## src/lsu_pkg.sv

```systemverilog
// load/store unit shared types
package lsu_pkg;

    // data and address width
    localparam int XLEN = 32;

    // operation class of an execute-stage result
    typedef enum logic [1:0] {
        MEM_NONE  = 2'd0,
        MEM_LOAD  = 2'd1,
        MEM_STORE = 2'd2
    } mem_op_e;

    // load kind, signed and unsigned variants
    typedef enum logic [2:0] {
        LOAD_LB  = 3'd0,
        LOAD_LH  = 3'd1,
        LOAD_LW  = 3'd2,
        LOAD_LBU = 3'd3,
        LOAD_LHU = 3'd4
    } load_type_e;

    // store size
    typedef enum logic [1:0] {
        STORE_SB = 2'd0,
        STORE_SH = 2'd1,
        STORE_SW = 2'd2
    } store_type_e;

    // controller state
    // one request in flight at a time
    typedef enum logic [1:0] {
        ST_IDLE   = 2'd0,
        ST_ACCESS = 2'd1,
        ST_RESP   = 2'd2
    } lsu_state_e;

endpackage

```

## src/lsu_align.sv

```systemverilog
// load/store lane alignment
`timescale 1ns/1ps

module lsu_align (
    input  logic [1:0]                lane_i,
    input  lsu_pkg::store_type_e      store_type_i,
    input  logic [lsu_pkg::XLEN-1:0]  store_data_i,
    input  lsu_pkg::load_type_e       load_type_i,
    input  logic [lsu_pkg::XLEN-1:0]  rdata_i,
    output logic [3:0]                strobe_o,
    output logic [lsu_pkg::XLEN-1:0]  placed_data_o,
    output logic [lsu_pkg::XLEN-1:0]  load_value_o
);

    localparam int XLEN = lsu_pkg::XLEN;

    logic [7:0]  sel_byte;
    logic [15:0] sel_half;

    // store side
    // data is replicated so every lane carries it, strobe picks the lanes
    always_comb begin
        case (store_type_i)
            lsu_pkg::STORE_SB: begin
                placed_data_o = {4{store_data_i[7:0]}};
                strobe_o      = 4'b0001 << lane_i;
            end
            lsu_pkg::STORE_SH: begin
                placed_data_o = {2{store_data_i[15:0]}};
                // bit 0 of the lane is ignored for halfwords
                strobe_o      = lane_i[1] ? 4'b1100 : 4'b0011;
            end
            lsu_pkg::STORE_SW: begin
                placed_data_o = store_data_i;
                strobe_o      = 4'b1111;
            end
            default: begin
                placed_data_o = store_data_i;
                strobe_o      = 4'b0000;
            end
        endcase
    end

    // load side, byte pick by both lane bits
    always_comb begin
        case (lane_i)
            2'd0:    sel_byte = rdata_i[7:0];
            2'd1:    sel_byte = rdata_i[15:8];
            2'd2:    sel_byte = rdata_i[23:16];
            default: sel_byte = rdata_i[31:24];
        endcase
    end

    // halfword pick uses the upper lane bit only
    assign sel_half = lane_i[1] ? rdata_i[31:16] : rdata_i[15:0];

    always_comb begin
        case (load_type_i)
            lsu_pkg::LOAD_LB: begin
                load_value_o = {{(XLEN-8){sel_byte[7]}}, sel_byte};
            end
            lsu_pkg::LOAD_LH: begin
                load_value_o = {{(XLEN-16){sel_half[15]}}, sel_half};
            end
            lsu_pkg::LOAD_LBU: begin
                load_value_o = {{(XLEN-8){1'b0}}, sel_byte};
            end
            lsu_pkg::LOAD_LHU: begin
                load_value_o = {{(XLEN-16){1'b0}}, sel_half};
            end
            default: begin
                // word load passes the raw word
                load_value_o = rdata_i;
            end
        endcase
    end

endmodule

```

## config.mk

```make
export PLATFORM = sky130hd
export DESIGN_NAME = lsu_align
export DESIGN_NICKNAME = d
export VERILOG_FILES = /design/src/lsu_pkg.sv /design/src/lsu_align.sv
export SDC_FILE = /design/constraint.sdc
export NUM_CORES = 1
export LEC_CHECK = 0
export BUFFER_PORTS_ARGS = -buffer_cell sky130_fd_sc_hd__clkbuf_2
export CORE_UTILIZATION = 37
export DETAILED_ROUTE_END_ITERATION = 7
export GPL_TIMING_DRIVEN = 0
export PLACE_DENSITY = 0.86
export SKIP_LAST_GASP = 1
export SYNTH_ARGS = -nofsm -noshare
export SYNTH_HDL_FRONTEND = slang
export SYNTH_SLANG_ARGS = --single-unit
export TNS_END_PERCENT = 5
```

## constraint.sdc

```tcl
create_clock -name vclk -period 3.32
set_clock_uncertainty 0.1 [all_clocks]
set_input_delay 0.996 -clock vclk [all_inputs]
set_output_delay 0.996 -clock vclk [all_outputs]
set_load 0.01 [all_outputs]
```

== Yosys cells after proc, flatten, opt, wreduce, memory -nomap -nowiden ==
Index checks and enable logic that the tools add are counted.

* Shift operators: 1
* Equal/unequal tests: 7
* Reduce and logical (&&, ||, !) cells: 3
* Multiplexer cells: 6

{| class="wikitable"
|+ Operator list
! cell !! number
|-
| 32-bit case mux with 4 select lines || 1
|-
| 32-bit case mux with 2 select lines || 1
|-
| 8-bit case mux with 3 select lines || 1
|-
| 16-bit two-way mux || 1
|-
| 4-bit case mux with 3 select lines || 1
|-
| 2-bit by 1-bit equality test with 1-bit output, second input constant || 2
|-
| 2-bit equality test, second input constant || 2
|-
| 2-bit zero test || 2
|-
| 4-bit two-way mux || 1
|-
| 1-bit by 2-bit << shifter with 4-bit output, first input constant || 1
|-
| 3-bit by 1-bit equality test with 1-bit output, second input constant || 1
|-
| 3-bit by 2-bit equality test with 1-bit output, second input constant || 1
|-
| 3-bit equality test, second input constant || 1
|-
| 3-bit zero test || 1
|}

* Output and inout port bits: 68
* Bits in registers: 0
* Bits of input ports: 71

== Depth between registers and ports, before layout ==
* Depth after elaboration: 3
* Mapped depth: 6
* Depth with buffers taken out: 4

== Least setup slack after synthesis ==
OpenSTA, ideal clock, no wires.

* Path kind: input to output
* From: input lane_i[1]
* To: output load_value_o[7] in the netlist's numbering
* Data required time: 2224 ps
* Stages: 6
* Slack: 158 ps
* Arrival time: 2066 ps
* Buffers on the path: 2
* Cell sequence: buf_2 -> buf_2 -> nand2_1 -> nand2_1 -> a2bb2oi_1 -> o311ai_0

* Cells in the longest elaborated chain, start to end: 3
* Elaborated cells between the ends (all ways): 6

{| class="wikitable"
|+ Ends and longest elaborated chain
! item !! line !! source
|-
| start: declaration || lsu_align.sv:5 || <nowiki>input logic [1:0] lane_i,</nowiki>
|-
| 2-bit equality test, or another cell as far along || lsu_align.sv:46 || <nowiki>case (lane_i)</nowiki>
|-
| 8-bit case mux with 3 select lines || lsu_align.sv:46 ||
|-
| 32-bit case mux with 4 select lines (*) || lsu_align.sv:58 || <nowiki>case (load_type_i)</nowiki>
|-
| end: declaration || lsu_align.sv:12 || <nowiki>output logic [lsu_pkg::XLEN-1:0] load_value_o</nowiki>
|}

Mark *: on every way between the ends. The rest lies on a longest branch, timed or not.

== Worst setup path in the final report ==
* From: input lane_i[0]
* To: output load_value_o[2] in the netlist's numbering

* Cells in the longest elaborated chain, start to end: 3
* Elaborated cells between the ends (all ways): 5

{| class="wikitable"
|+ Ends and longest elaborated chain
! item !! line
|-
| 2-bit equality test, or another cell as far along || lsu_align.sv:46
|-
| 8-bit case mux with 3 select lines (*) || lsu_align.sv:46
|-
| 32-bit case mux with 4 select lines (*) || lsu_align.sv:58
|}

Marks and branches as above.

==> out/qor.yml <==
status: "finished, violations left"
violations: "negative setup slack"
dp.cells: 362
slew_headroom_pct: 67.9
place.gp.congestion: 0.907
synth.distinct_cells: 33
vias: 1968
arrival_ps: 2300
fp-row-count: 20
end_kind: "output port"
maxSlewViolCount: 0
coreArea_sq_um: 3150
crit_chain: "clkbuf_8 > buf_6 > nor2b_2 > nor2_1 > o32ai_4 > buf_12 > a2bb2oi_1 > clkbuf_2"
setup_viol: 27
yosys-top-cells-count: "43 x nand2_1, 23 x mux2_2, 11 x mux2i_1, 10 x a21oi_1, 10 x o21ai_0"
drcViolationCount: 0
hp-start: "rdata_i[19]"
cpMaxStageDelayCell: "o32ai_4"
yosysMostFrequentCell: "nand2_1"
crit_type: "in2out"
fin_crit_sh_pct: 102
yosysTopAreaCellShare_pct: 20.4
postRouteAntennaNets: 0
dp_hpwl_mm: 4.12
path_delay_family: "buffers and inverters"
seq_cells: 0
synth_area_sq_um: 1270
vias_per_cell: 5.38
holdPathStages: 4
wl_mm: 5.27
drv_cap: 0
dp_slack_ps: -155
p_leak_uw: 0.00119
clkbuf_count: 0
avgSynthCellArea_sq_um: 6.97
synthToLayoutAreaGrowth_pct: 72.0
drt_iter0_markers: 133
antenna_found_initial: 0
period_minus_slack_ps: 3400
cts_hold_buffers: 0
cp.required_ps: 2220
hold_class: "in2out"
fmax_mhz: 295
peakVddDrop_mv: 0.0893
grt_pass1_vias: 1699
cp.buffers_inverters: 4
finalHoldViolCount: 0
fin_util_pct: 69.2
pwr_density_cell_nw_per_um2: 175
ff_latch_area_sq_um: 0
yosysSeqAreaShare_pct: 0
finalWorstSetupSlack_ps: -75.4
port_buffers: 136
worstMarginPinSlew_ps: 473
fill_cells: 299
start_util_pct: 40.2
yosysWarnings: 0
drive_gt1_share_pct: 64.3
synth_top_area_cell: "mux2_2"
max_stage_delay_ps: 290
rsz0062_at_grt: "true"
track_usage_pct: 26.6
netlist_instances: 182
power_uw: 383
worst-path-stages: 8
dr.pass1.iters: 4
grt_max_degree: 17
grt_pass1_wl_mm: 7.69
critPathLaunchType: "primary input"
num_io_pins: 139
syn_nets: 253
multi_input_area_sq_um: 1200
dieArea_sq_um: 3670
fin_nets: 395
n_antenna_cell: 0
crit_path_max_fanout: 7
min_delay_worst_endpoint: "load_value_o[19]"
wl_per_cell_microns: 14.4
die_h_microns: 60.6
fin_cells: 366
die_x_microns: 60.6
ys_top_cells_by_area: "mux2_2 20%, nand2_1 13%, mux2i_1 8.7%"
grt_remaining_overflow: 0
## per-stage QoR
stage | setup TNS, ps | hold WS [ps] | instance area, sq um
6_report | -1400 | 2190 | 2180
5_1_grt | -3360 | 2210 | 2180
4_1_cts | -708 | 2190 | 2110
3_5_place_dp | -3990 | 2190 | 2000
3_3_place_gp | -3000 | 2180 | 2000
2_1_floorplan | 0 | 1980 | 1270
## worst max path at each step
stage                     startpoint          endpoint  slack (ps)
final                      lane_i[0]   load_value_o[2]         -80
after global routing       lane_i[1]  load_value_o[23]        -150
after CTS                  lane_i[0]  load_value_o[15]         -40
after detailed placement   lane_i[0]   load_value_o[8]        -160
after global placement     lane_i[1]   load_value_o[6]        -140
after floorplan            lane_i[1]   load_value_o[7]         160
## power by group
| group | leakage [uW] | switching (uW) | internal, uW | total (uW) |
|---|---|---|---|---|
| registers | 0 | 0 | 0 | 0 |
| clock network | 0 | 0 | 0 | 0 |
| logic | 0.00119 | 198 | 185 | 383 |
## layout by cell type, fill, tap and decap left out, types with 2 or more instances in the layout
master	n
nor2_1	7
inv_1	3
clkbuf_2	134
mux2_1	2
o21ai_2	2
clkbuf_1	4
a221o_1	2
nand2_1	43
a21oi_1	8
o221a_2	7
buf_6	6
nand3_1	3
mux2_2	23
mux2i_1	10
nor2b_1	2
clkbuf_4	2
o32ai_4	2
nand2b_1	2
nor2_2	2
o211ai_1	2
o22ai_1	6
buf_4	11
a21oi_2	2
a2bb2oi_1	6
buf_2	3
o21ai_0	10
a2bb2oi_2	2
buf_12	2
## layout make-up
type                       count  area share, %
inverter                       3          0.516
multi-input combinational    156           54.8
tap                           44           2.52
timing repair buffer         141           34.7
buffer                        22           7.40
## metal layers
metal | up-vias | GRT usage, % | routed length [microns] | share of wire (%)
li1 | 959 | - | - | -
met4 | 0 | 3.25 | 34 | 0.65
met2 | 82 | 49.9 | 2800 | 53
met3 | 4 | 1.92 | 278 | 5.3
met5 | - | 0 | 0 | 0
met1 | 923 | 33.8 | 2160 | 41
## repair_timing
| action | in CTS | in global routing |
|---|---|---|
| endpoints found under the setup margin | 40 | 40 |
| pin swaps | 4 | 4 |
| gates resized for setup | 15 | 17 |
| setup buffers | 3 | 1 |
| hold endpoints to repair | 0 | 0 |
| gates cloned | 1 | 0 |
## cell families after synthesis
family	Yosys count	synth area share, %
multiplexers	37	32.9
AND/OR/NAND/NOR	65	21.7
buffers and inverters	26	12.1
AO/OA/AOI/OAI	54	33.2
No activity file was read; power rests on OpenSTA's default activity.
