===== src/lsu_pkg.sv =====
// load/store unit shared types
package lsu_pkg;

    // data and address width
    localparam int XLEN = 32;

    // operation class of an execute-stage result
    typedef enum logic [1:0] {
        MEM_NONE  = 2'd0,
        MEM_LOAD  = 2'd1,
        MEM_STORE = 2'd2
    } mem_op_e;

    // load kind, signed and unsigned variants
    typedef enum logic [2:0] {
        LOAD_LB  = 3'd0,
        LOAD_LH  = 3'd1,
        LOAD_LW  = 3'd2,
        LOAD_LBU = 3'd3,
        LOAD_LHU = 3'd4
    } load_type_e;

    // store size
    typedef enum logic [1:0] {
        STORE_SB = 2'd0,
        STORE_SH = 2'd1,
        STORE_SW = 2'd2
    } store_type_e;

    // controller state
    // one request in flight at a time
    typedef enum logic [1:0] {
        ST_IDLE   = 2'd0,
        ST_ACCESS = 2'd1,
        ST_RESP   = 2'd2
    } lsu_state_e;

endpackage


===== src/sram_if.sv =====
// data sram access interface
`timescale 1ns/1ps

interface sram_if #(
    parameter int DEPTH_WORDS = 256
);
    localparam int IDX_W = $clog2(DEPTH_WORDS);

    // access strobe and direction
    logic                      en;
    logic                      we;
    logic [IDX_W-1:0]          index;
    // byte lanes to write
    logic [3:0]                wstrb;
    logic [lsu_pkg::XLEN-1:0]  wdata;
    // raw word, valid the cycle after a read
    logic [lsu_pkg::XLEN-1:0]  rdata;

    modport ctrl (
        output en, we, index, wstrb, wdata,
        input  rdata
    );

    modport mem (
        input  en, we, index, wstrb, wdata,
        output rdata
    );

endinterface


===== src/lsu_ctrl.sv =====
// load/store unit controller
`timescale 1ns/1ps

module lsu_ctrl #(
    parameter int DEPTH_WORDS = 256
) (
    input  logic                      clk,
    input  logic                      rst,
    // request side
    input  logic                      req_valid_i,
    output logic                      req_ready_o,
    input  logic [lsu_pkg::XLEN-1:0]  addr_i,
    input  logic [lsu_pkg::XLEN-1:0]  alu_result_i,
    input  logic [lsu_pkg::XLEN-1:0]  store_data_i,
    input  lsu_pkg::mem_op_e          mem_op_i,
    input  lsu_pkg::load_type_e       load_type_i,
    input  lsu_pkg::store_type_e      store_type_i,
    input  logic                      wd_i,
    input  logic [4:0]                wreg_i,
    input  logic [lsu_pkg::XLEN-1:0]  csr_wdata_i,
    // writeback side
    output logic                      wb_valid_o,
    input  logic                      wb_ready_i,
    output logic                      wb_wd_o,
    output logic [4:0]                wb_wreg_o,
    output logic [lsu_pkg::XLEN-1:0]  wb_wdata_o,
    output logic [lsu_pkg::XLEN-1:0]  wb_csr_wdata_o,
    // memory access
    sram_if.ctrl                      mem,
    // aligner
    output logic [1:0]                lane_o,
    output lsu_pkg::store_type_e      store_type_o,
    output lsu_pkg::load_type_e       load_type_o,
    output logic [lsu_pkg::XLEN-1:0]  store_data_o,
    output logic [lsu_pkg::XLEN-1:0]  rdata_o,
    input  logic [3:0]                strobe_i,
    input  logic [lsu_pkg::XLEN-1:0]  placed_data_i,
    input  logic [lsu_pkg::XLEN-1:0]  load_value_i
);

    localparam int IDX_W = $clog2(DEPTH_WORDS);

    lsu_pkg::lsu_state_e state_q;
    lsu_pkg::lsu_state_e state_d;

    // latched request payload
    logic [IDX_W+1:0]             addr_q;
    logic [lsu_pkg::XLEN-1:0]     alu_q;
    logic [lsu_pkg::XLEN-1:0]     store_data_q;
    lsu_pkg::mem_op_e             op_q;
    lsu_pkg::load_type_e          load_type_q;
    lsu_pkg::store_type_e         store_type_q;
    logic                         wd_q;
    logic [4:0]                   wreg_q;
    logic [lsu_pkg::XLEN-1:0]     csr_q;

    logic accept;

    assign req_ready_o = (state_q == lsu_pkg::ST_IDLE);
    assign accept      = req_valid_i && req_ready_o;

    always_comb begin
        state_d = state_q;
        case (state_q)
            lsu_pkg::ST_IDLE: begin
                if (accept) begin
                    state_d = lsu_pkg::ST_ACCESS;
                end
            end
            // access always takes exactly one cycle
            lsu_pkg::ST_ACCESS: state_d = lsu_pkg::ST_RESP;
            lsu_pkg::ST_RESP: begin
                if (wb_ready_i) begin
                    state_d = lsu_pkg::ST_IDLE;
                end
            end
            default: state_d = lsu_pkg::ST_IDLE;
        endcase
    end

    always_ff @(posedge clk) begin
        if (rst) begin
            state_q <= lsu_pkg::ST_IDLE;
        end else begin
            state_q <= state_d;
        end
    end

    // payload only changes on acceptance, so the response stays stable
    always_ff @(posedge clk) begin
        if (accept) begin
            addr_q       <= addr_i[IDX_W+1:0];
            alu_q        <= alu_result_i;
            store_data_q <= store_data_i;
            op_q         <= mem_op_i;
            load_type_q  <= load_type_i;
            store_type_q <= store_type_i;
            wd_q         <= wd_i;
            wreg_q       <= wreg_i;
            csr_q        <= csr_wdata_i;
        end
    end

    // sram drive, word index wraps at the memory depth
    assign mem.en    = (state_q == lsu_pkg::ST_ACCESS) && (op_q != lsu_pkg::MEM_NONE);
    assign mem.we    = (op_q == lsu_pkg::MEM_STORE);
    assign mem.index = addr_q[IDX_W+1:2];
    assign mem.wstrb = strobe_i;
    assign mem.wdata = placed_data_i;

    // aligner feed
    assign lane_o       = addr_q[1:0];
    assign store_type_o = store_type_q;
    assign load_type_o  = load_type_q;
    assign store_data_o = store_data_q;
    assign rdata_o      = mem.rdata;

    // writeback
    assign wb_valid_o     = (state_q == lsu_pkg::ST_RESP);
    assign wb_wd_o        = wd_q;
    assign wb_wreg_o      = wreg_q;
    assign wb_csr_wdata_o = csr_q;
    assign wb_wdata_o     = (op_q == lsu_pkg::MEM_LOAD) ? load_value_i : alu_q;

endmodule


===== src/flat_wrapper.sv =====
// flat-port wrapper written by rule: the top's interface ports become plain ports
module lsu_ctrl_flat 
#(
    parameter int DEPTH_WORDS = 256
)
  (clk, rst, req_valid_i, req_ready_o, addr_i, alu_result_i, store_data_i, mem_op_i, load_type_i, store_type_i, wd_i, wreg_i, csr_wdata_i, wb_valid_o, wb_ready_i, wb_wd_o, wb_wreg_o, wb_wdata_o, wb_csr_wdata_o, lane_o, store_type_o, load_type_o, store_data_o, rdata_o, strobe_i, placed_data_i, load_value_i, mem_en, mem_we, mem_index, mem_wstrb, mem_wdata, mem_rdata);
  sram_if #(.DEPTH_WORDS(DEPTH_WORDS)) mem_i ();
  input  logic clk;
  input  logic rst;
  input  logic req_valid_i;
  output logic req_ready_o;
  input  logic [lsu_pkg::XLEN-1:0] addr_i;
  input  logic [lsu_pkg::XLEN-1:0] alu_result_i;
  input  logic [lsu_pkg::XLEN-1:0] store_data_i;
  input  lsu_pkg::mem_op_e mem_op_i;
  input  lsu_pkg::load_type_e load_type_i;
  input  lsu_pkg::store_type_e store_type_i;
  input  logic wd_i;
  input  logic [4:0] wreg_i;
  input  logic [lsu_pkg::XLEN-1:0] csr_wdata_i;
  output logic wb_valid_o;
  input  logic wb_ready_i;
  output logic wb_wd_o;
  output logic [4:0] wb_wreg_o;
  output logic [lsu_pkg::XLEN-1:0] wb_wdata_o;
  output logic [lsu_pkg::XLEN-1:0] wb_csr_wdata_o;
  output logic [1:0] lane_o;
  output lsu_pkg::store_type_e store_type_o;
  output lsu_pkg::load_type_e load_type_o;
  output logic [lsu_pkg::XLEN-1:0] store_data_o;
  output logic [lsu_pkg::XLEN-1:0] rdata_o;
  input  logic [3:0] strobe_i;
  input  logic [lsu_pkg::XLEN-1:0] placed_data_i;
  input  logic [lsu_pkg::XLEN-1:0] load_value_i;
  output wire logic [$bits(mem_i.en)-1:0] mem_en;
  output wire logic [$bits(mem_i.we)-1:0] mem_we;
  output wire logic [$bits(mem_i.index)-1:0] mem_index;
  output wire logic [$bits(mem_i.wstrb)-1:0] mem_wstrb;
  output wire logic [$bits(mem_i.wdata)-1:0] mem_wdata;
  input wire logic [$bits(mem_i.rdata)-1:0] mem_rdata;
  assign mem_en = mem_i.en;
  assign mem_we = mem_i.we;
  assign mem_index = mem_i.index;
  assign mem_wstrb = mem_i.wstrb;
  assign mem_wdata = mem_i.wdata;
  assign mem_i.rdata = mem_rdata;
  lsu_ctrl #(.DEPTH_WORDS(DEPTH_WORDS)) u_core (.clk(clk), .rst(rst), .req_valid_i(req_valid_i), .req_ready_o(req_ready_o), .addr_i(addr_i), .alu_result_i(alu_result_i), .store_data_i(store_data_i), .mem_op_i(mem_op_i), .load_type_i(load_type_i), .store_type_i(store_type_i), .wd_i(wd_i), .wreg_i(wreg_i), .csr_wdata_i(csr_wdata_i), .wb_valid_o(wb_valid_o), .wb_ready_i(wb_ready_i), .wb_wd_o(wb_wd_o), .wb_wreg_o(wb_wreg_o), .wb_wdata_o(wb_wdata_o), .wb_csr_wdata_o(wb_csr_wdata_o), .mem(mem_i), .lane_o(lane_o), .store_type_o(store_type_o), .load_type_o(load_type_o), .store_data_o(store_data_o), .rdata_o(rdata_o), .strobe_i(strobe_i), .placed_data_i(placed_data_i), .load_value_i(load_value_i));
endmodule

===== config.mk =====
export PLATFORM = sky130hd
export DESIGN_NAME = lsu_ctrl_flat
export DESIGN_NICKNAME = d
export VERILOG_FILES = /design/src/lsu_pkg.sv /design/src/sram_if.sv /design/src/lsu_ctrl.sv /design/src/flat_wrapper.sv
export SDC_FILE = /design/constraint.sdc
export NUM_CORES = 1
export LEC_CHECK = 0
export BUFFER_PORTS_ARGS = -buffer_cell sky130_fd_sc_hd__buf_2
export CELL_PAD_IN_SITES_DETAIL_PLACEMENT = 1
export CELL_PAD_IN_SITES_GLOBAL_PLACEMENT = 1
export CORE_AREA = 5 5 166 168
export DETAILED_ROUTE_END_ITERATION = 8
export DIE_AREA = 0 0 171 173
export PLACE_DENSITY_LB_ADDON = 0.1
export SLEW_MARGIN = 20
export SYNTH_ARGS = -nofsm -noshare
export SYNTH_HDL_FRONTEND = slang
export SYNTH_SLANG_ARGS = --single-unit

===== constraint.sdc =====
create_clock -name clk -period 10.5 [get_ports clk]
set_input_delay 0.525 -clock clk [delete_from_list [all_inputs] [get_ports clk]]
set_output_delay 0.525 -clock clk [all_outputs]
set_load 0.005 [all_outputs]

* Word level (Yosys, flattened, before mapping) *
Cells that the tools add are included.

storage, ports and cells
  bits in registers = 121
  latch bits = 0
  bits in writable memories = 0
  ROM bits = 0
  output and inout bits = 189
  logic and storage cells = 25
  memories kept = 0

cells by class
  $add $sub $neg = 0
  $mul = 0
  div/mod/pow operators = 0
  magnitude comparators = 0
  equality and inequality tests = 6
  shifts and indexed selects = 0
  multiplexer cells = 4
  bitwise operators = 0
  reductions and logical operators = 5

operators by type and width
  cell                  number
  $mux W32              1
  $pmux W2 S3           1
  $eq A2 B1 Y1 const B  2
  $eq A2 B2 Y1 const B  2
  $mux W2               2
  $logic_and A1 B1 Y1   2
  $logic_not A2 Y1      1
  $ne A2 B1 Y1 const B  1
  $ne A2 B2 Y1 const B  1
  $reduce_and A2 Y1     1
  $reduce_bool A2 Y1    1

* Logic depth before layout (Yosys ltp) *
Gate-level depths: netlist (run 1).

  word-level depth = 4
  gate-level depth with buffers = 4
  mapped depth without buffers = 2

* Worst setup path after synthesis (run 1) *
No wires, ideal clock.

  path kind = input -> register
  start point = input port req_valid_i
  end point = register u_core.addr_q[0], enable pin
  data arrival time = 9.075 ns
  required time = 9.732 ns
  setup slack = 0.657 ns
  cell stages on the path = 1
  cells stage by stage = nor3b_1

on the way
  cells in the longest elaborated chain, start to end = 1

RTL lines
  element               line                source
  start, declared       flat_wrapper.sv:10  input logic req_valid_i;
  $logic_and A1 B1 Y1   lsu_ctrl.sv:60      assign accept = req_valid_i && req_ready_o;
  end signal, assigned  lsu_ctrl.sv:92      addr_q <= addr_i[IDX_W+1:0];
  end, declared         lsu_ctrl.sv:47      logic [IDX_W+1:0] addr_q;

No other way between the ends.
A chain may end at the register's enable or synchronous reset.

* Final worst setup path (run 1) *
  start point = register u_core.op_q[1]
  end point = output port wb_wdata_o[29] in the netlist's numbering

on the way
  cells in the longest elaborated chain, start to end = 2

RTL lines
  element                 line                source
  start, declared         lsu_ctrl.sv:50      lsu_pkg::mem_op_e op_q;
  start signal, assigned  lsu_ctrl.sv:95      op_q <= mem_op_i;
  $eq A2 B1 Y1            lsu_ctrl.sv:123     assign wb_wdata_o = (op_q == lsu_pkg::MEM_LOAD) ? load_value_i : alu_q;
  $mux W32                lsu_ctrl.sv:123
  end, declared           flat_wrapper.sv:25  output logic [lsu_pkg::XLEN-1:0] wb_wdata_o;

No other way between the ends.

==> summary.txt, run 1 <==
Power and ir drop
  – PD cells: 192 mW/mm2
  – Maximum VDD drop: 93.6 uV
  – Static Leakage: 2.79 nW

Die
  – Starting Density: 18.4%
  – Ports: 434
  – Die ar.: 0.0296 mm2
  – Core area: 0.0258 mm2
  – Chip width: 171 um
  – Die Ht: 173 um
  – Number of cell rows: 59

Clock network
  – CTS tree: done
  – Setup Buffers After CTS: 0
  – H-tree lvl count: 4
  – Sink Count: 121
  – Post-CTS sizing: 0
  – Clk slew on worst S/H paths: 70 ps
  – Clock Path Buffers: 2
  – Clk_lat worst skew: 410 ps
  – Cts hold-fix bufs: 0
  – Inserted Clock Buffers: 17
  – Root Buffer: clkbuf_16

Drt
  – DR iter-0 viols: 81
  – Top Metal Used: met5
  – Total Wirelength: 14000 um
  – Final ANT Viol Nets: 0
  – Wire length on met1: 4620 um
  – Met2 Wirelength: 6310 um
  – Drt wl/cell: 17.3 um
  – # DRC: 0
  – Drt via density: 3.51
  – Via count: 2850
  – First-pass iteration count of the detailed router: 4
  – Routed met3 length: 2620 um

GRT
  – First-pass GRT wire length: 20500 um
  – GRT Overall Usage: 9.33%
  – Initial antenna violation count: 9
  – Vias in the first global route: 3322
  – Gr ovfl total: 0
  – Largest net degree at the start of global routing: 72

Cells and area
  – Area Overhead vs Synth: 38.3%
  – Layout cells sized above 1: 72.5%
  – Design Area, Final: 0.00655 mm2
  – Net count, final: 706

Timing
  – Final setup fails: 0
  – Setup TNS: 0 ps
  – Post-layout min period: 2600 ps
  – RSZ-0062 raised after global routing: no
  – Max-slew headroom: 35.1%
  – Worst Tran Pin Value: 973 ps
  – Slew Limit Fails: 0
  – F_max: 385 MHz
  – Skew final: 8.02 ps
  – Fin crit share: 24.8%
  – Hold Vio Cnt, Final: 0

Placement
  – Routability cong.: 0.716
  – DP HPWL: 10800 um
  – Dpl cell area: 0.00598 mm2
  – # port buffers: 275

Yosys
  – Simple-gate share of the synthesized area: 1.29%
  – Synth Area in Compound Gates: 0.185%
  – Cell area after synthesis: 0.00474 mm2
  – Yosys reg bits: 121
  – Cells after synthesis: 236
  – Top post-synthesis cells by area: edfxtp_1 (75%), buf_4 (11%), mux2_4 (9.5%)
  – Post-synth net total: 481
  – Multiplexer area fraction after synthesis: 9.98%
  – Synth top area share: 75.4%
  – Post-synthesis average cell area: 20.1 um2
  – Synth Area in XOR/XNOR: 0%
  – Post-synth top area cell: edfxtp_1
  – Register area share after synthesis: 76.3%
  – Netlist cell types: 13
  – Main combinational cell family by area after synthesis: buffers and inverters
  – Adder-Cell Fraction of Synth Area: 0%
  – Synthesis Warnings: 0

Critical path
  – Setup crit end kind: output port
  – Crit-path max FO: 31
  – Arr. time, crit path: 2070 ps
  – Required @ worst endpoint: 9980 ps
  – CP Launch Type: flop
  – Worst setup path category: reg -> out

Status
  – Status: complete, no violations

Job
  – Max-capacitance violation count: 0

Min path
  – Min-delay worst type: in -> reg
==> stage by stage <==
step	util, %	hold WS (ps)	total power (W)	setup WS (ps)	cells
finish	25.4	286	0.00126	7900	811
global route	25.4	252	0.00133	7750	810
CTS	25.4	259	0.00129	7820	808
detailed placement	23.2	563	0.000708	8280	777
global placement	23.2	549	0.000706	8310	777
floorplan	-	501	0.000664	657	236
==> synthesized netlist by cell type <==
cell	number
mux2_4	30
dfxtp_1	2
buf_6	1
nor2b_4	1
buf_4	68
nor3b_1	1
buf_12	3
o2bb2ai_1	1
nor2_1	4
nor2b_1	3
edfxtp_1	119
mux2_2	2
nand2b_1	1
==> layout make-up <==
class	count	area, um2
Antenna cell	3	7.51
Clock buffer	17	425
Clock inverter	14	139
Fill cell	2822	19200
Multi-Input combinational cell	43	548
Sequential cell	121	3610
Tap cell	335	419
Timing Repair Buffer	278	1400
==> state kept, by name (all words and copies together) (netlist names) <==
| register | flops |
|---|---|
| u_core.wb_wreg_o | 5 |
| u_core.store_type_o | 2 |
| u_core.wb_wd_o | 1 |
| u_core.load_type_o | 3 |
| u_core.alu_q | 32 |
| u_core.addr_q | 10 |
| u_core.wb_csr_wdata_o | 32 |
| u_core.op_q | 2 |
| u_core.store_data_o | 32 |
| u_core.state_q | 2 |
==> metal layers <==
| layer | vias up | GRT usage [%] |
|---|---|---|
| met5 | - | 0 |
| met4 | 14 | 4.19 |
| met3 | 42 | 8.17 |
| met2 | 221 | 14.1 |
| met1 | 1311 | 8.88 |
| li1 | 1262 | - |
==> final timing paths <==
check	cells after the start	slack [ps]	end	start
setup / recovery	4	7900	wb_wdata_o[29]	u_core.op_q[1]
hold / removal	1	290	u_core.wb_csr_wdata_o[16]	csr_wdata_i[16]
setup reg to reg	2	8760	u_core.wb_wreg_o[3]	u_core.state_q[1]
hold reg to reg	2	570	u_core.state_q[1]	u_core.state_q[0]
==> placed cells by master (no fill, tap or decap), types with 2 or more instances in the layout <==
cell | synthesis | final
dfxtp_1 | 2 | 2
buf_4 | 68 | 3
edfxtp_1 | 119 | 119
mux2_4 | 30 | 30
inv_6 | 0 | 5
clkbuf_16 | 0 | 17
clkinvlp_4 | 0 | 2
mux2_2 | 2 | 2
clkinv_4 | 0 | 2
inv_8 | 0 | 2
diode_2 | 0 | 3
buf_2 | 0 | 275
nor2_1 | 4 | 4
nor2b_1 | 3 | 3
clkinv_2 | 0 | 2
==> worst max-delay path, cell delays in order, from the launching register on <==
cell	delay (ps)
edfxtp_1	440
nor2b_4	160
buf_4	490
mux2_2	390
buf_2	140
==> logic make-up (layout without fill, tap and decap cells) <==
group	after synthesis	in the layout
AO/OA/AOI/OAI	1	1
AND/OR/NAND/NOR	10	10
flip-flops	121	121
multiplexers	32	32
buffers and inverters	72	309
other	0	3
==> power by group <==
group / switching [W] / total (W) / leakage, nW / internal (W)
registers: 0.00000831 / 0.000580 / 1.16 / 0.000571
logic: 0.0000525 / 0.000113 / 1.36 / 0.0000601
clock network: 0.000238 / 0.000569 / 0.275 / 0.000331
total: 0.000299 / 0.00126 / 2.79 / 0.000962
Note: power is estimated with default switching activity, not from simulation.
==> run 2, diff against run 1 <==
--- a/config.mk
+++ b/config.mk
@@ -8,9 +8,9 @@
 export BUFFER_PORTS_ARGS = -buffer_cell sky130_fd_sc_hd__buf_2
 export CELL_PAD_IN_SITES_DETAIL_PLACEMENT = 1
 export CELL_PAD_IN_SITES_GLOBAL_PLACEMENT = 1
-export CORE_AREA = 5 5 166 168
+export CORE_AREA = 5 5 165 167
 export DETAILED_ROUTE_END_ITERATION = 8
-export DIE_AREA = 0 0 171 173
+export DIE_AREA = 0 0 170 172
 export PLACE_DENSITY_LB_ADDON = 0.1
 export SLEW_MARGIN = 20
 export SYNTH_ARGS = -nofsm -noshare
==> constraint.sdc (replaced) <==
create_clock -name clk -period 2.6 [get_ports clk]
set_input_delay 0.13 -clock clk [delete_from_list [all_inputs] [get_ports clk]]
set_output_delay 0.13 -clock clk [all_outputs]
set_load 0.005 [all_outputs]
==> run 2 against run 1 <==
  * Design area is 19% higher
  * Clock skew is 2.1 ps higher
  * Worst setup slack worse by 7200 ps
  * First-iteration DRC count is 8.6% lower
  * Die area is 1.2% lower
  * Combinational power grew to 5.4 times the previous value
  * Via count is 13% higher
  * Critical path depth stayed put
  * Sequential share of layout area is 8.7 points lower
  * Clock-buffer cell count stayed put
  * Non-clock buffer count is 121 higher
  * Utilization is 4.9 points higher
  * Critical path type unchanged
  * Critical endpoint unchanged
==> summary.txt, run 2 (same netlist as run 1, synthesis figures left out) <==
Clock network
  – Sink Count: 121
  – CTS tree: done
  – Post-CTS sizing: 0
  – H-tree lvl count: 4
  – Clock Path Buffers: 2
  – Inserted Clock Buffers: 17
  – Root Buffer: clkbuf_16
  – Clk_lat worst skew: 410 ps
  – Cts hold-fix bufs: 121
  – Setup Buffers After CTS: 0
  – Clk slew on worst S/H paths: 60 ps

Placement
  – Dpl cell area: 0.00601 mm2
  – DP HPWL: 10100 um
  – Routability cong.: 0.689
  – # port buffers: 275
  – Inst Count DP: 777

Die
  – Ports: 434
  – Number of cell rows: 59
  – Starting Density: 18.5%
  – Core area: 0.0256 mm2
  – Die Ht: 172 um
  – Chip width: 170 um
  – Die ar.: 0.0292 mm2

Timing
  – Hold Vio Cnt, Final: 0
  – Slew Limit Fails: 0
  – Max-slew headroom: 64.4%
  – Worst Tran Pin Value: 534 ps
  – Setup TNS: 0 ps
  – Skew final: 10.1 ps
  – F_max: 532 MHz
  – Post-layout min period: 1880 ps
  – RSZ-0062 raised after global routing: no
  – Fin crit share: 72.2%
  – Final setup fails: 0

Cells and area
  – Finished Layout Cells: 930
  – Area Overhead vs Synth: 64.2%
  – Design Area, Final: 0.00778 mm2
  – # diodes: 0
  – Layout cells sized above 1: 57.8%
  – Leading cell type in the layout, fill and taps excluded: buf_2
  – Net count, final: 827
  – Most frequent cells in the layout: buf_2 (275), dlygate4sd3_1 (121), edfxtp_1 (119)

Power and ir drop
  – PD cells: 669 mW/mm2
  – Maximum VDD drop: 355 uV
  – Static Leakage: 3.30 nW
  – Total power: 0.00521 W

Critical path
  – Worst path bufs/invs: 2
  – Critical path cell sequence: nor2b_4 > buf_12 > mux2_2 > buf_2
  – Required @ worst endpoint: 2470 ps
  – Crit-path max FO: 32
  – Worst setup path category: reg -> out
  – CP Launch Type: flop
  – Critical path's top delay family: flip-flops
  – Arr. time, crit path: 1750 ps
  – R2R setup slack: 1130 ps
  – CP peak stage delay: 440 ps
  – Setup crit end kind: output port
  – CP max-delay cell: edfxtp_1

Drt
  – # DRC: 0
  – Final ANT Viol Nets: 0
  – Drt wl/cell: 15.0 um
  – Drt via density: 3.45
  – First-pass iteration count of the detailed router: 3
  – Via count: 3213
  – DR iter-0 viols: 74
  – Total Wirelength: 13900 um

Min path
  – Min-delay worst type: in -> out

Status
  – Status: complete, no violations

GRT
  – Largest net degree at the start of global routing: 84
  – GRT Overall Usage: 9.21%
  – Initial antenna violation count: 0
  – Vias in the first global route: 3728
  – First-pass GRT wire length: 20400 um
  – Gr ovfl total: 0

Job
  – Max-capacitance violation count: 0
-- run 2: worst reg2reg max path, stage by stage, from the launching register on --
cell     delay (ps)
dfxtp_2         340
nor3b_4         240
buf_4           480
-- run 2: routing by layer --
metal / GRT usage (%) / vias up / wire length (um)
met2: 15.3 / 201 / 6900
li1: - / 1501 / -
met3: 6.49 / 13 / 2080
met1: 9.21 / 1498 / 4800
met5: 0 / - / 0
met4: 3.09 / 0 / 142
-- run 2: where the power goes --
| group | switching (W) | total [W] | internal, W |
|---|---|---|---|
| Clock | 0.00100 | 0.00226 | 0.00126 |
| Combinational | 0.000239 | 0.000607 | 0.000368 |
| Sequential | 0.0000332 | 0.00234 | 0.00231 |
-- run 2: cell type report --
type | count | area (um2)
well taps | 335 | 419
repair buffers | 399 | 2640
multi-input cells | 43 | 554
clock buffers | 17 | 425
flip-flops and latches | 121 | 3610
fillers | 2749 | 17800
clock inverters | 15 | 133
-- run 2: stage by stage --
step / utilization (%) / setup WS [ps] / hold slack, ps
global route: 30.4 / 622 / 260
finish: 30.4 / 722 / 260
floorplan: - / -1210 / 194
CTS: 30.4 / 655 / 260
detailed placement: 23.5 / 1110 / 260
global placement: 23.5 / 1120 / 260
-- run 2: final timing paths --
kind	start	endpoint	cells after the start
worst min-delay path	placed_data_i[11]	mem_wdata[11]	0
worst min register to register	u_core.state_q[0]	u_core.state_q[1]	2
worst max register to register	u_core.state_q[0]	u_core.wb_csr_wdata_o[23]	2
worst max-delay path	u_core.op_q[1]	wb_wdata_o[29]	4
